File: config.mk
export PLATFORM = sky130hd
export DESIGN_NAME = fpu_wrapper
export DESIGN_NICKNAME = d
export VERILOG_FILES = /design/src/source/fpu_pkg.sv /design/src/source/fpu_decoder.sv /design/src/source/fpu_noncomp.sv /design/src/source/fpu_i2f.sv /design/src/source/pending_fp_ops_queue.sv /design/src/source/fpu_wrapper.sv
export SDC_FILE = /design/constraint.sdc
export NUM_CORES = 1
export LEC_CHECK = 0
export BUFFER_PORTS_ARGS = -buffer_cell sky130_fd_sc_hd__buf_2
export CORE_AREA = 5 5 175 160
export DETAILED_ROUTE_END_ITERATION = 12
export DIE_AREA = 0 0 180 165
export PLACE_DENSITY = 0.8
export SYNTH_ARGS = -nofsm -noshare
export SYNTH_HDL_FRONTEND = slang
export SYNTH_SLANG_ARGS = --single-unit
File: constraint.sdc
create_clock -name clk_i -period 6.05 [get_ports clk_i]
set_input_delay 0.3025 -clock clk_i [delete_from_list [all_inputs] [get_ports clk_i]]
set_output_delay 0.3025 -clock clk_i [all_outputs]
set_load 0.005 [all_outputs]
File: src/source/fpu_pkg.sv
//--------------------------------------
// FP execution stage package
// Widths, encodings and bus types shared by
// the decoder, both units and the queue
//--------------------------------------
package fpu_pkg;

   localparam int XLEN        = 32;
   localparam int TAG_W       = 2;
   localparam int QUEUE_DEPTH = 2 ** TAG_W;
   localparam int REG_W       = 5;

   //--------------------------------------
   // Unit sub-operation codes (unit_req_t.sub)
   //--------------------------------------
   localparam logic [2:0] SUB_SGNJ   = 3'd0;
   localparam logic [2:0] SUB_MINMAX = 3'd1;
   localparam logic [2:0] SUB_CMP    = 3'd2;
   localparam logic [2:0] SUB_CLASS  = 3'd3;
   localparam logic [2:0] SUB_MV     = 3'd4;
   localparam logic [2:0] SUB_I2F    = 3'd5;

   // funct3 modifiers of the noncomp group
   localparam logic [2:0] F3_FSGNJ  = 3'b000;
   localparam logic [2:0] F3_FSGNJN = 3'b001;
   localparam logic [2:0] F3_FSGNJX = 3'b010;
   localparam logic [2:0] F3_FMIN   = 3'b000;
   localparam logic [2:0] F3_FLE    = 3'b000;
   localparam logic [2:0] F3_FLT    = 3'b001;
   localparam logic [2:0] F3_FEQ    = 3'b010;

   localparam logic [XLEN-1:0] CANON_NAN   = 32'h7fc0_0000;
   localparam logic [7:0]      I2F_EXP_MAX = 8'd158;   // Bias plus 31

   typedef enum logic [2:0] {
      SGNJ,
      MINMAX,
      CMP,
      CLASS,
      CVT_I2F,
      MV_X2F
   } fpu_op_e;

   typedef enum logic [2:0] {
      RNE = 3'b000,
      RTZ = 3'b001
   } round_e;

   typedef struct packed {
      logic nv;
      logic dz;
      logic of;
      logic uf;
      logic nx;
   } fp_status_t;

   typedef struct packed {
      logic        sign;
      logic [7:0]  exp;
      logic [22:0] man;
   } fp32_t;

   // One operand word, read as float fields or as an integer
   typedef union packed {
      fp32_t           f;
      logic [XLEN-1:0] i;
   } fp_word_u;

   typedef struct packed {
      logic             valid;
      fpu_op_e          op;
      logic [2:0]       funct3;       // Sub-operation or frm
      logic             is_unsigned;
      logic [REG_W-1:0] rd;
      logic             int_we;       // Result goes to integer file
      fp_word_u         data_rs1;
      fp_word_u         data_rs2;
   } fpu_instr_t;

   typedef struct packed {
      logic             valid;
      logic [TAG_W-1:0] tag;
      logic [2:0]       sub;
      round_e           rnd;
      logic             is_unsigned;
      fp_word_u         a;
      fp_word_u         b;
   } unit_req_t;

   typedef struct packed {
      logic             valid;
      logic [TAG_W-1:0] tag;
      logic [XLEN-1:0]  data;
      fp_status_t       status;
   } unit_res_t;

   typedef struct packed {
      logic             valid;
      logic [REG_W-1:0] rd;
      logic [XLEN-1:0]  result;
      fp_status_t       fp_status;
   } fp_wb_t;

   typedef struct packed {
      logic             valid;
      logic [REG_W-1:0] rd;
      logic [XLEN-1:0]  result;
      fp_status_t       fp_status;
   } int_wb_t;

endpackage

File: src/source/fpu_decoder.sv
//--------------------------------------
// FP instruction decoder
// Selects the unit and builds its request
//--------------------------------------
`timescale 1ns/10ps

module fpu_decoder (
   input  fpu_pkg::fpu_instr_t       instr_i,
   input  logic [fpu_pkg::TAG_W-1:0] tag_i,
   input  logic                      stall_i,
   output fpu_pkg::unit_req_t        noncomp_req_o,
   output fpu_pkg::unit_req_t        i2f_req_o
);
   import fpu_pkg::*;

   logic       accept;
   logic       to_i2f;
   logic [2:0] sub;
   round_e     rnd;
   unit_req_t  req;

   assign accept = instr_i.valid & ~stall_i;

   //--------------------------------------
   // Operation to unit mapping
   //--------------------------------------
   always_comb begin
      to_i2f = 1'b0;
      sub    = SUB_MV;
      // Noncomp ops take funct3 unchanged as modifier
      rnd    = round_e'(instr_i.funct3);
      case (instr_i.op)
         SGNJ:    sub = SUB_SGNJ;
         MINMAX:  sub = SUB_MINMAX;
         CMP:     sub = SUB_CMP;
         CLASS:   sub = SUB_CLASS;
         CVT_I2F: begin
            to_i2f = 1'b1;
            sub    = SUB_I2F;
            // Only RTZ kept, everything else rounds to nearest even
            rnd    = (instr_i.funct3 == RTZ) ? RTZ : RNE;
         end
         MV_X2F:  sub = SUB_MV;       // Raw pass-through
         default: sub = SUB_MV;
      endcase
   end

   always_comb begin
      req.valid       = 1'b0;
      req.tag         = tag_i;
      req.sub         = sub;
      req.rnd         = rnd;
      req.is_unsigned = instr_i.is_unsigned;
      req.a           = instr_i.data_rs1;
      req.b           = instr_i.data_rs2;
   end

   // Same payload to both units, valid only on the selected one
   always_comb begin
      noncomp_req_o       = req;
      noncomp_req_o.valid = accept & ~to_i2f;
      i2f_req_o           = req;
      i2f_req_o.valid     = accept & to_i2f;
   end

endmodule

File: src/source/fpu_noncomp.sv
//--------------------------------------
// Non-computational FP unit
// Sign injection, min/max, compare,
// classify and move in one stage
//--------------------------------------
`timescale 1ns/10ps

module fpu_noncomp (
   input  logic               clk_i,
   input  logic               rst_i,
   input  logic               kill_i,
   input  fpu_pkg::unit_req_t req_i,
   output fpu_pkg::unit_res_t res_o
);
   import fpu_pkg::*;

   fp_word_u        a;
   fp_word_u        b;
   logic [2:0]      fn;
   logic            a_nan, b_nan, a_snan, b_snan;
   logic            a_inf, a_zero, a_sub, a_norm, a_qnan;
   logic            b_zero, any_nan, both_zero;
   logic            raw_lt, feq, flt, fle;
   logic [9:0]      cls;
   logic [XLEN-1:0] res_d;
   fp_status_t      st_d;
   unit_res_t       res_q;

   assign a  = req_i.a;
   assign b  = req_i.b;
   assign fn = req_i.rnd;

   // Operand classes
   assign a_nan  = (a.f.exp == 8'hff) & (a.f.man != '0);
   assign b_nan  = (b.f.exp == 8'hff) & (b.f.man != '0);
   assign a_snan = a_nan & ~a.f.man[22];
   assign b_snan = b_nan & ~b.f.man[22];
   assign a_qnan = a_nan & a.f.man[22];
   assign a_inf  = (a.f.exp == 8'hff) & (a.f.man == '0);
   assign a_zero = (a.f.exp == 8'h00) & (a.f.man == '0);
   assign a_sub  = (a.f.exp == 8'h00) & (a.f.man != '0);
   assign a_norm = (a.f.exp != 8'h00) & (a.f.exp != 8'hff);
   assign b_zero = (b.f.exp == 8'h00) & (b.f.man == '0);

   assign any_nan   = a_nan | b_nan;
   assign both_zero = a_zero & b_zero;

   // Ordering with -0 below +0, NaNs ignored
   assign raw_lt = (a.f.sign != b.f.sign) ? a.f.sign :
                   a.f.sign ? (a.i[30:0] > b.i[30:0]) : (a.i[30:0] < b.i[30:0]);

   assign feq = ~any_nan & ((a.i == b.i) | both_zero);
   assign flt = ~any_nan & raw_lt & ~both_zero;
   assign fle = flt | feq;

   assign cls = {a_qnan, a_snan,
                 ~a.f.sign & a_inf, ~a.f.sign & a_norm, ~a.f.sign & a_sub, ~a.f.sign & a_zero,
                 a.f.sign & a_zero, a.f.sign & a_sub, a.f.sign & a_norm, a.f.sign & a_inf};

   always_comb begin
      res_d = a.i;
      st_d  = '0;
      case (req_i.sub)
         SUB_SGNJ: begin
            case (fn)
               F3_FSGNJ:  res_d = {b.f.sign, a.i[30:0]};
               F3_FSGNJN: res_d = {~b.f.sign, a.i[30:0]};
               F3_FSGNJX: res_d = {a.f.sign ^ b.f.sign, a.i[30:0]};
               default:   res_d = a.i;
            endcase
         end
         SUB_MINMAX: begin
            st_d.nv = a_snan | b_snan;
            if (a_nan & b_nan)     res_d = CANON_NAN;
            else if (a_nan)        res_d = b.i;
            else if (b_nan)        res_d = a.i;
            else if (fn == F3_FMIN) res_d = raw_lt ? a.i : b.i;
            else                   res_d = raw_lt ? b.i : a.i;
         end
         SUB_CMP: begin
            case (fn)
               F3_FEQ: begin
                  res_d   = {{(XLEN-1){1'b0}}, feq};
                  st_d.nv = a_snan | b_snan;   // Quiet compare
               end
               F3_FLT: begin
                  res_d   = {{(XLEN-1){1'b0}}, flt};
                  st_d.nv = any_nan;
               end
               F3_FLE: begin
                  res_d   = {{(XLEN-1){1'b0}}, fle};
                  st_d.nv = any_nan;
               end
               default: res_d = '0;
            endcase
         end
         SUB_CLASS: res_d = {{(XLEN-10){1'b0}}, cls};
         default:   res_d = a.i;               // Move
      endcase
   end

   always_ff @(posedge clk_i) begin
      if (rst_i | kill_i) res_q.valid <= 1'b0;
      else                res_q.valid <= req_i.valid;
      res_q.tag    <= req_i.tag;
      res_q.data   <= res_d;
      res_q.status <= st_d;
   end

   assign res_o = res_q;

   // Flushed ops must not reach the queue
   a_no_res_after_kill: assert property (@(posedge clk_i) disable iff (rst_i)
      kill_i |=> !res_o.valid);

endmodule

File: src/source/fpu_i2f.sv
//--------------------------------------
// Integer to FP32 converter
// One normalise shift per cycle, then
// a single RNE/RTZ rounding cycle
//--------------------------------------
`timescale 1ns/10ps

module fpu_i2f (
   input  logic               clk_i,
   input  logic               rst_i,
   input  logic               kill_i,
   input  fpu_pkg::unit_req_t req_i,
   output logic               busy_o,
   output fpu_pkg::unit_res_t res_o
);
   import fpu_pkg::*;

   typedef enum logic [1:0] {IDLE, NORM, ROUND} state_e;

   state_e           state_q;
   logic [XLEN-1:0]  mag_q;
   logic [7:0]       exp_q;
   logic             sign_q;
   round_e           rnd_q;
   logic [TAG_W-1:0] tag_q;
   logic             neg_in;
   logic [XLEN-1:0]  mag_in;
   logic             zero, guard, sticky, round_up;
   logic [24:0]      man_rnd;
   logic [7:0]       exp_rnd;
   fp_status_t       st;
   unit_res_t        res_q;

   assign neg_in = ~req_i.is_unsigned & req_i.a.i[XLEN-1];
   assign mag_in = neg_in ? (~req_i.a.i + 1'b1) : req_i.a.i;

   //--------------------------------------
   // Rounding of the normalised magnitude
   //--------------------------------------
   assign zero     = (mag_q == '0);
   assign guard    = mag_q[7];
   assign sticky   = |mag_q[6:0];
   assign round_up = (rnd_q == RNE) & guard & (sticky | mag_q[8]);
   assign man_rnd  = {1'b0, mag_q[31:8]} + {24'd0, round_up};
   assign exp_rnd  = exp_q + {7'd0, man_rnd[24]};   // Carry out bumps exponent

   always_comb begin
      st    = '0;
      st.nx = guard | sticky;
   end

   // Magnitude and exponent datapath
   always_ff @(posedge clk_i) begin
      if (state_q == IDLE && req_i.valid) begin
         mag_q  <= mag_in;
         exp_q  <= I2F_EXP_MAX;
         sign_q <= neg_in;
         rnd_q  <= req_i.rnd;
         tag_q  <= req_i.tag;
      end else if (state_q == NORM && !mag_q[XLEN-1] && !zero) begin
         mag_q <= mag_q << 1;
         exp_q <= exp_q - 8'd1;
      end
   end

   always_ff @(posedge clk_i) begin
      if (rst_i | kill_i) begin
         state_q     <= IDLE;
         res_q.valid <= 1'b0;
      end else begin
         res_q.valid <= 1'b0;
         case (state_q)
            IDLE:  if (req_i.valid) state_q <= NORM;
            NORM:  if (mag_q[XLEN-1] | zero) state_q <= ROUND;
            ROUND: begin
               state_q      <= IDLE;
               res_q.valid  <= 1'b1;
               res_q.tag    <= tag_q;
               res_q.data   <= zero ? '0 : {sign_q, exp_rnd, man_rnd[22:0]};
               res_q.status <= st;
            end
            default: state_q <= IDLE;
         endcase
      end
   end

   assign busy_o = (state_q != IDLE);
   assign res_o  = res_q;

   // Issue side must hold conversions back while busy
   a_no_req_busy: assert property (@(posedge clk_i) disable iff (rst_i)
      req_i.valid |-> !busy_o);

endmodule

File: src/source/pending_fp_ops_queue.sv
//--------------------------------------
// Pending FP operations queue
// Hands out tags, collects results out of
// order and retires them in program order
//--------------------------------------
`timescale 1ns/10ps

module pending_fp_ops_queue (
   input  logic                      clk_i,
   input  logic                      rst_i,
   input  logic                      kill_i,
   input  logic                      alloc_i,
   input  logic [fpu_pkg::REG_W-1:0] rd_i,
   input  logic                      int_we_i,
   input  fpu_pkg::unit_res_t        res_a_i,
   input  fpu_pkg::unit_res_t        res_b_i,
   input  logic                      stall_wb_i,
   output logic [fpu_pkg::TAG_W-1:0] tag_o,
   output logic                      full_o,
   output fpu_pkg::fp_wb_t           fp_wb_o,
   output fpu_pkg::int_wb_t          int_wb_o
);
   import fpu_pkg::*;

   typedef struct packed {
      logic [REG_W-1:0] rd;
      logic             int_we;
      logic [XLEN-1:0]  data;
      fp_status_t       status;
   } entry_t;

   entry_t                 entries_q [QUEUE_DEPTH];
   logic [QUEUE_DEPTH-1:0] alloc_q;
   logic [QUEUE_DEPTH-1:0] done_q;
   logic [TAG_W-1:0]       head_q;
   logic [TAG_W-1:0]       tail_q;
   logic [TAG_W:0]         count_q;
   logic                   wr_a, wr_b;
   logic                   show, retire;
   entry_t                 head;

   // Writes to freed entries are dropped
   assign wr_a = res_a_i.valid & alloc_q[res_a_i.tag];
   assign wr_b = res_b_i.valid & alloc_q[res_b_i.tag];

   assign head   = entries_q[head_q];
   assign show   = alloc_q[head_q] & done_q[head_q];
   assign retire = show & ~stall_wb_i;

   //--------------------------------------
   // Pointers and entry flags
   //--------------------------------------
   always_ff @(posedge clk_i) begin
      if (rst_i | kill_i) begin
         alloc_q <= '0;
         done_q  <= '0;
         head_q  <= '0;
         tail_q  <= '0;
         count_q <= '0;
      end else begin
         if (alloc_i) begin
            alloc_q[tail_q] <= 1'b1;
            done_q[tail_q]  <= 1'b0;
            tail_q          <= tail_q + 1'b1;
         end
         if (wr_a) done_q[res_a_i.tag] <= 1'b1;
         if (wr_b) done_q[res_b_i.tag] <= 1'b1;
         if (retire) begin
            alloc_q[head_q] <= 1'b0;
            done_q[head_q]  <= 1'b0;
            head_q          <= head_q + 1'b1;
         end
         count_q <= count_q + (TAG_W+1)'(alloc_i) - (TAG_W+1)'(retire);
      end
   end

   // Entry payload, two result write ports
   always_ff @(posedge clk_i) begin
      if (alloc_i) begin
         entries_q[tail_q].rd     <= rd_i;
         entries_q[tail_q].int_we <= int_we_i;
      end
      if (wr_a) begin
         entries_q[res_a_i.tag].data   <= res_a_i.data;
         entries_q[res_a_i.tag].status <= res_a_i.status;
      end
      if (wr_b) begin
         entries_q[res_b_i.tag].data   <= res_b_i.data;
         entries_q[res_b_i.tag].status <= res_b_i.status;
      end
   end

   assign tag_o  = tail_q;
   assign full_o = (count_q == (TAG_W+1)'(QUEUE_DEPTH));

   //--------------------------------------
   // Writeback ports, picked by stored int_we
   //--------------------------------------
   assign fp_wb_o.valid     = show & ~head.int_we;
   assign fp_wb_o.rd        = head.rd;
   assign fp_wb_o.result    = head.data;
   assign fp_wb_o.fp_status = head.status;

   assign int_wb_o.valid     = show & head.int_we;
   assign int_wb_o.rd        = head.rd;
   assign int_wb_o.result    = head.data;
   assign int_wb_o.fp_status = head.status;

   a_no_alloc_full: assert property (@(posedge clk_i) disable iff (rst_i)
      alloc_i |-> !full_o);

   // Units only return results for live tags
   a_res_allocated: assert property (@(posedge clk_i) disable iff (rst_i)
      !((res_a_i.valid && !alloc_q[res_a_i.tag]) || (res_b_i.valid && !alloc_q[res_b_i.tag])));

endmodule

File: src/source/fpu_wrapper.sv
//--------------------------------------
// FP execution stage top level
// Decoder, noncomp unit, converter and
// the in-order retire queue
//--------------------------------------
`timescale 1ns/10ps

module fpu_wrapper (
   input  logic                clk_i,
   input  logic                rst_i,
   input  logic                kill_i,
   input  logic                stall_wb_i,
   input  fpu_pkg::fpu_instr_t instruction_i,
   output fpu_pkg::fp_wb_t     fp_wb_o,
   output fpu_pkg::int_wb_t    int_wb_o,
   output logic                stall_o
);
   import fpu_pkg::*;

   logic [TAG_W-1:0] tag;
   logic             queue_full;
   logic             i2f_busy;
   logic             alloc;
   unit_req_t        noncomp_req;
   unit_req_t        i2f_req;
   unit_res_t        noncomp_res;
   unit_res_t        i2f_res;

   // Full queue, or a conversion waiting on a busy converter
   assign stall_o = queue_full |
                    (instruction_i.valid & (instruction_i.op == CVT_I2F) & i2f_busy);

   assign alloc = noncomp_req.valid | i2f_req.valid;   // Accepted this cycle

   fpu_decoder fpu_decoder_inst (
      .instr_i       (instruction_i),
      .tag_i         (tag),
      .stall_i       (stall_o),
      .noncomp_req_o (noncomp_req),
      .i2f_req_o     (i2f_req)
   );

   fpu_noncomp fpu_noncomp_inst (
      .clk_i  (clk_i),
      .rst_i  (rst_i),
      .kill_i (kill_i),
      .req_i  (noncomp_req),
      .res_o  (noncomp_res)
   );

   fpu_i2f fpu_i2f_inst (
      .clk_i  (clk_i),
      .rst_i  (rst_i),
      .kill_i (kill_i),
      .req_i  (i2f_req),
      .busy_o (i2f_busy),
      .res_o  (i2f_res)
   );

   pending_fp_ops_queue pending_fp_ops_queue_inst (
      .clk_i      (clk_i),
      .rst_i      (rst_i),
      .kill_i     (kill_i),
      .alloc_i    (alloc),
      .rd_i       (instruction_i.rd),
      .int_we_i   (instruction_i.int_we),
      .res_a_i    (noncomp_res),
      .res_b_i    (i2f_res),
      .stall_wb_i (stall_wb_i),
      .tag_o      (tag),
      .full_o     (queue_full),
      .fp_wb_o    (fp_wb_o),
      .int_wb_o   (int_wb_o)
   );

endmodule

==> flow_metrics.tcl <==
set metrics [dict create \
    outcome "finished clean" \
    ys_warn_count 0 \
    drv_slew 0 \
    synth_top_family_by_area "compound AO/OA/AOI/OAI gates" \
    synth_compound_area_share_pct 14.8 \
    synth_top_area_share_pct 45.5 \
    firstDrtPassIters 5 \
    tritoncts "built" \
    rows 56 \
    synth_simple_gate_area_share_pct 10.7 \
    placed_area_mm2 0.0159 \
    wl_per_cell_um 22.4 \
    synth_xor_area_share_pct 3.77 \
    yosysUniqueCellTypes 65 \
    grt_pass1_wl_um 60500 \
    worstSkewPairLatency_ps 560 \
    place_congestion 0.985 \
    ir_drop_uv 215 \
    area_growth_pct 12.0 \
    netlist_instances 1243 \
    fin_crit_ps 3420 \
    final_cell_mix "edfxtp_1 (229), buf_2 (162), a22o_1 (149)" \
    netlist_area_mm2 0.0151 \
    drive_gt1_share_pct 20.3 \
    grt_max_degree 72 \
    cp_data_required_time_ps 6340 \
    synthAdderAreaFrac_pct 4.19 \
    io_buffers 162 \
    reg2reg_from "fpu_i2f_inst.rnd_q[1]$_DFFE_PP_" \
    antenna_left 0 \
    holdCritStartpoint "instruction_i[15]" \
    drc_errors 0 \
    clock.fmax_ghz 0.292 \
    cts_buffer_depth 3 \
    async_reset_ff_share_pct 0 \
    synth_area_per_cell_um2 12.1 \
    vias 10910 \
    drtIter0Drc 1225 \
    dp_hpwl_um 26900 \
    worstPathMaxFanout 6 \
    grt_pass1_vias 10778 \
    synth_edf_count 229 \
    ys_seq_area_share_pct 54.5 \
    cellLeakagePower_nw 6.08 \
    die_w_um 180 \
    worstSetupStartpointType "register" \
    min_path_type "input pin to register" \
    grt_use_total_pct 25.9 \
    synth.mux.area_fraction_pct 6.50 \
    grt_setup_unrepaired "no" \
    final_area_mm2 0.0169 \
    worstPathArrival_ps 3720 \
    cap_viol_max_count 0 \
    power_density_mw_per_mm2 256 \
    crit_type "register to register" \
    setup_violations 0 \
    grt_overflow_total 0 \
    ys.flop_type "edfxtp_1" \
    cts-root-buf "clkbuf_16" \
    clk_pin_slew_ps 60 \
    r2r_cells 14 \
    tightest_slew_ps 1110 \
    clock-sinks 297 \
    maxSlewHeadroom_pct 26.0 \
    crit_path_end_kind "register" \
    synth_top_area_cell "edfxtp_1" \
    whs_path_depth 2 \
    die_y_um 165 \
    nets 1485 \
    core_mm2 0.0259 \
    hold_end "fpu_noncomp_inst.res_o[20]$_DFF_P_" \
    synthTopCellsByArea "edfxtp_1 (46%), dfxtp_1 (9.0%), a22o_1 (8.6%)" \
    cts_resized 0 \
    n_antenna_cell 0 \
    r2r_slack_ps 2630 \
    postCtsSetupRepairBufs 0 \
    r2r-end "fpu_i2f_inst.res_o[32]$_SDFFCE_PN0P_" \
    routed_wl_um 38700 \
    hold_violations 0 \
    cts_max_level 1 \
    die_area_mm2 0.0297 \
    final_common_cell "edfxtp_1" \
    io_pins 169 \
    viasPerCell 6.33 \
    antenna_found_initial 0 \
    cts_buffers 30 \
    fin_crit_sh_pct 56.6 \
    clock_skew_ps 19.8 \
    ys_ff_latch 297 \
    setup_tns_ps 0 \
    start_util_pct 58.4 \
]
## metal layers
| metal | vias to the layer above | global-route usage (%) | wire (um) |
|---|---|---|---|
| met2 | 598 | 41.0 | 17700 |
| met1 | 5295 | 35.4 | 15500 |
| met4 | 0 | 9.00 | 1190 |
| li1 | 4929 | - | - |
| met3 | 88 | 6.41 | 4300 |
| met5 | - | 0 | 0 |
## state kept, by name, summed over array words and instances (netlist names), named ones only
register,count
fpu_i2f_inst.tag_q,2
pending_fp_ops_queue_inst.alloc_q,4
pending_fp_ops_queue_inst.entries_q,160
fpu_i2f_inst.rnd_q,3
pending_fp_ops_queue_inst.head_q,2
pending_fp_ops_queue_inst.count_q,3
fpu_i2f_inst.res_o,36
pending_fp_ops_queue_inst.tag_o,2
fpu_i2f_inst.state_q,2
pending_fp_ops_queue_inst.done_q,4
fpu_i2f_inst.mag_q,32
fpu_i2f_inst.exp_q,8
fpu_noncomp_inst.res_o,36
fpu_i2f_inst.sign_q,1
## kinds of logic after synthesis
kind of cell / count (synthesis)
AOI/OAI and AO/OA: 300
xor gates and xnor gates: 65
adders and majority gates: 50
buffers and inverters: 167
DFF: 297
muxes: 48
other: 1
and+or+nand+nor: 315
## critical path: stages, from the launching register on
cell and delay, ps:
edfxtp_1 370, nor4b_1 300, o21a_1 170, ha_1 160
ha_1 200, nand2_1 80, nor3_1 620, nand3_1 140
nor2_1 210, and3_1 180, ha_1 160, ha_1 200
nand3_1 110, xor2_1 190, nor2_1 60
## synthesized netlist by cell type, types with 3 or more instances
master    instances
edfxtp_1        229
xnor2_1          46
nand3_1          27
mux2i_1           8
buf_4            45
nand4_1          15
nand2_1          73
buf_1             4
o41ai_1           3
a22o_1          149
and2_1           10
ha_1             49
o21ai_0          50
inv_1            58
or3_1            11
xor2_1           19
a21oi_1          44
o21a_1            5
nor4_1           22
clkbuf_1         56
nor2b_1          11
or4_1             4
nor2_1           76
a221o_1           7
dfxtp_1          68
nor3_1           17
mux4_2           40
nand2b_1         11
and3_1           11
o211ai_1          6
a211oi_1         15
o31a_1            3
o31ai_1           3
nor3b_1           7
## timing repair
action	in CTS	in global routing
setup endpoints to repair	0	0
endpoints found under the hold margin	27	0
hold buffers	9	0
## power breakdown
group | switching, mW | internal, mW
sequential | 0.0557 | 2.22
clock | 0.755 | 1.02
combinational | 0.172 | 0.118
total | 0.982 | 3.35
## area by class of cell
class                   instances  area, um^2
clock buffers                  43         851
inverters                      59         221
fillers                      1932        8940
multi-input cells             784        6110
well taps                     348         435
flip-flops and latches        297        8240
repair buffers                181         976
clock inverters                12        88.8
## how the worst max path moves through the flow
stage / start / to / slack (ps) / cells after the start
3_5_place_dp: fpu_i2f_inst.rnd_q[1]$_DFFE_PP_ / fpu_i2f_inst.res_o[32]$_SDFFCE_PN0P_ / 2610 / 14
3_3_place_gp: instruction_i[61] / fpu_noncomp_inst.res_o[12]$_DFF_P_ / 2710 / 10
6_report: fpu_i2f_inst.rnd_q[1]$_DFFE_PP_ / fpu_i2f_inst.res_o[32]$_SDFFCE_PN0P_ / 2630 / 14
5_1_grt: fpu_i2f_inst.rnd_q[1]$_DFFE_PP_ / fpu_i2f_inst.res_o[34]$_SDFFCE_PN0P_ / 2290 / 14
2_1_floorplan: kill_i / fpu_i2f_inst.res_o[0]$_DFFE_PP_ / 2120 / 3
4_1_cts: fpu_i2f_inst.rnd_q[1]$_DFFE_PP_ / fpu_i2f_inst.res_o[34]$_SDFFCE_PN0P_ / 2590 / 14
## through the flow
stage                     utilization, %  total power [mW]  worst slack [ps]  hold WS, ps  std cells
final                               65.4              4.34              2630         8.53       1724
after global routing                65.4              4.47              2290         11.8       1724
after CTS                           65.4              4.33              2590        0.486       1724
after detailed placement            61.5              2.59              2610          413       1660
after global placement              61.5              2.58              2710          411       1660
after floorplan                        -              2.46              2120          391       1248
Note: power is estimated with default switching activity, not from simulation.
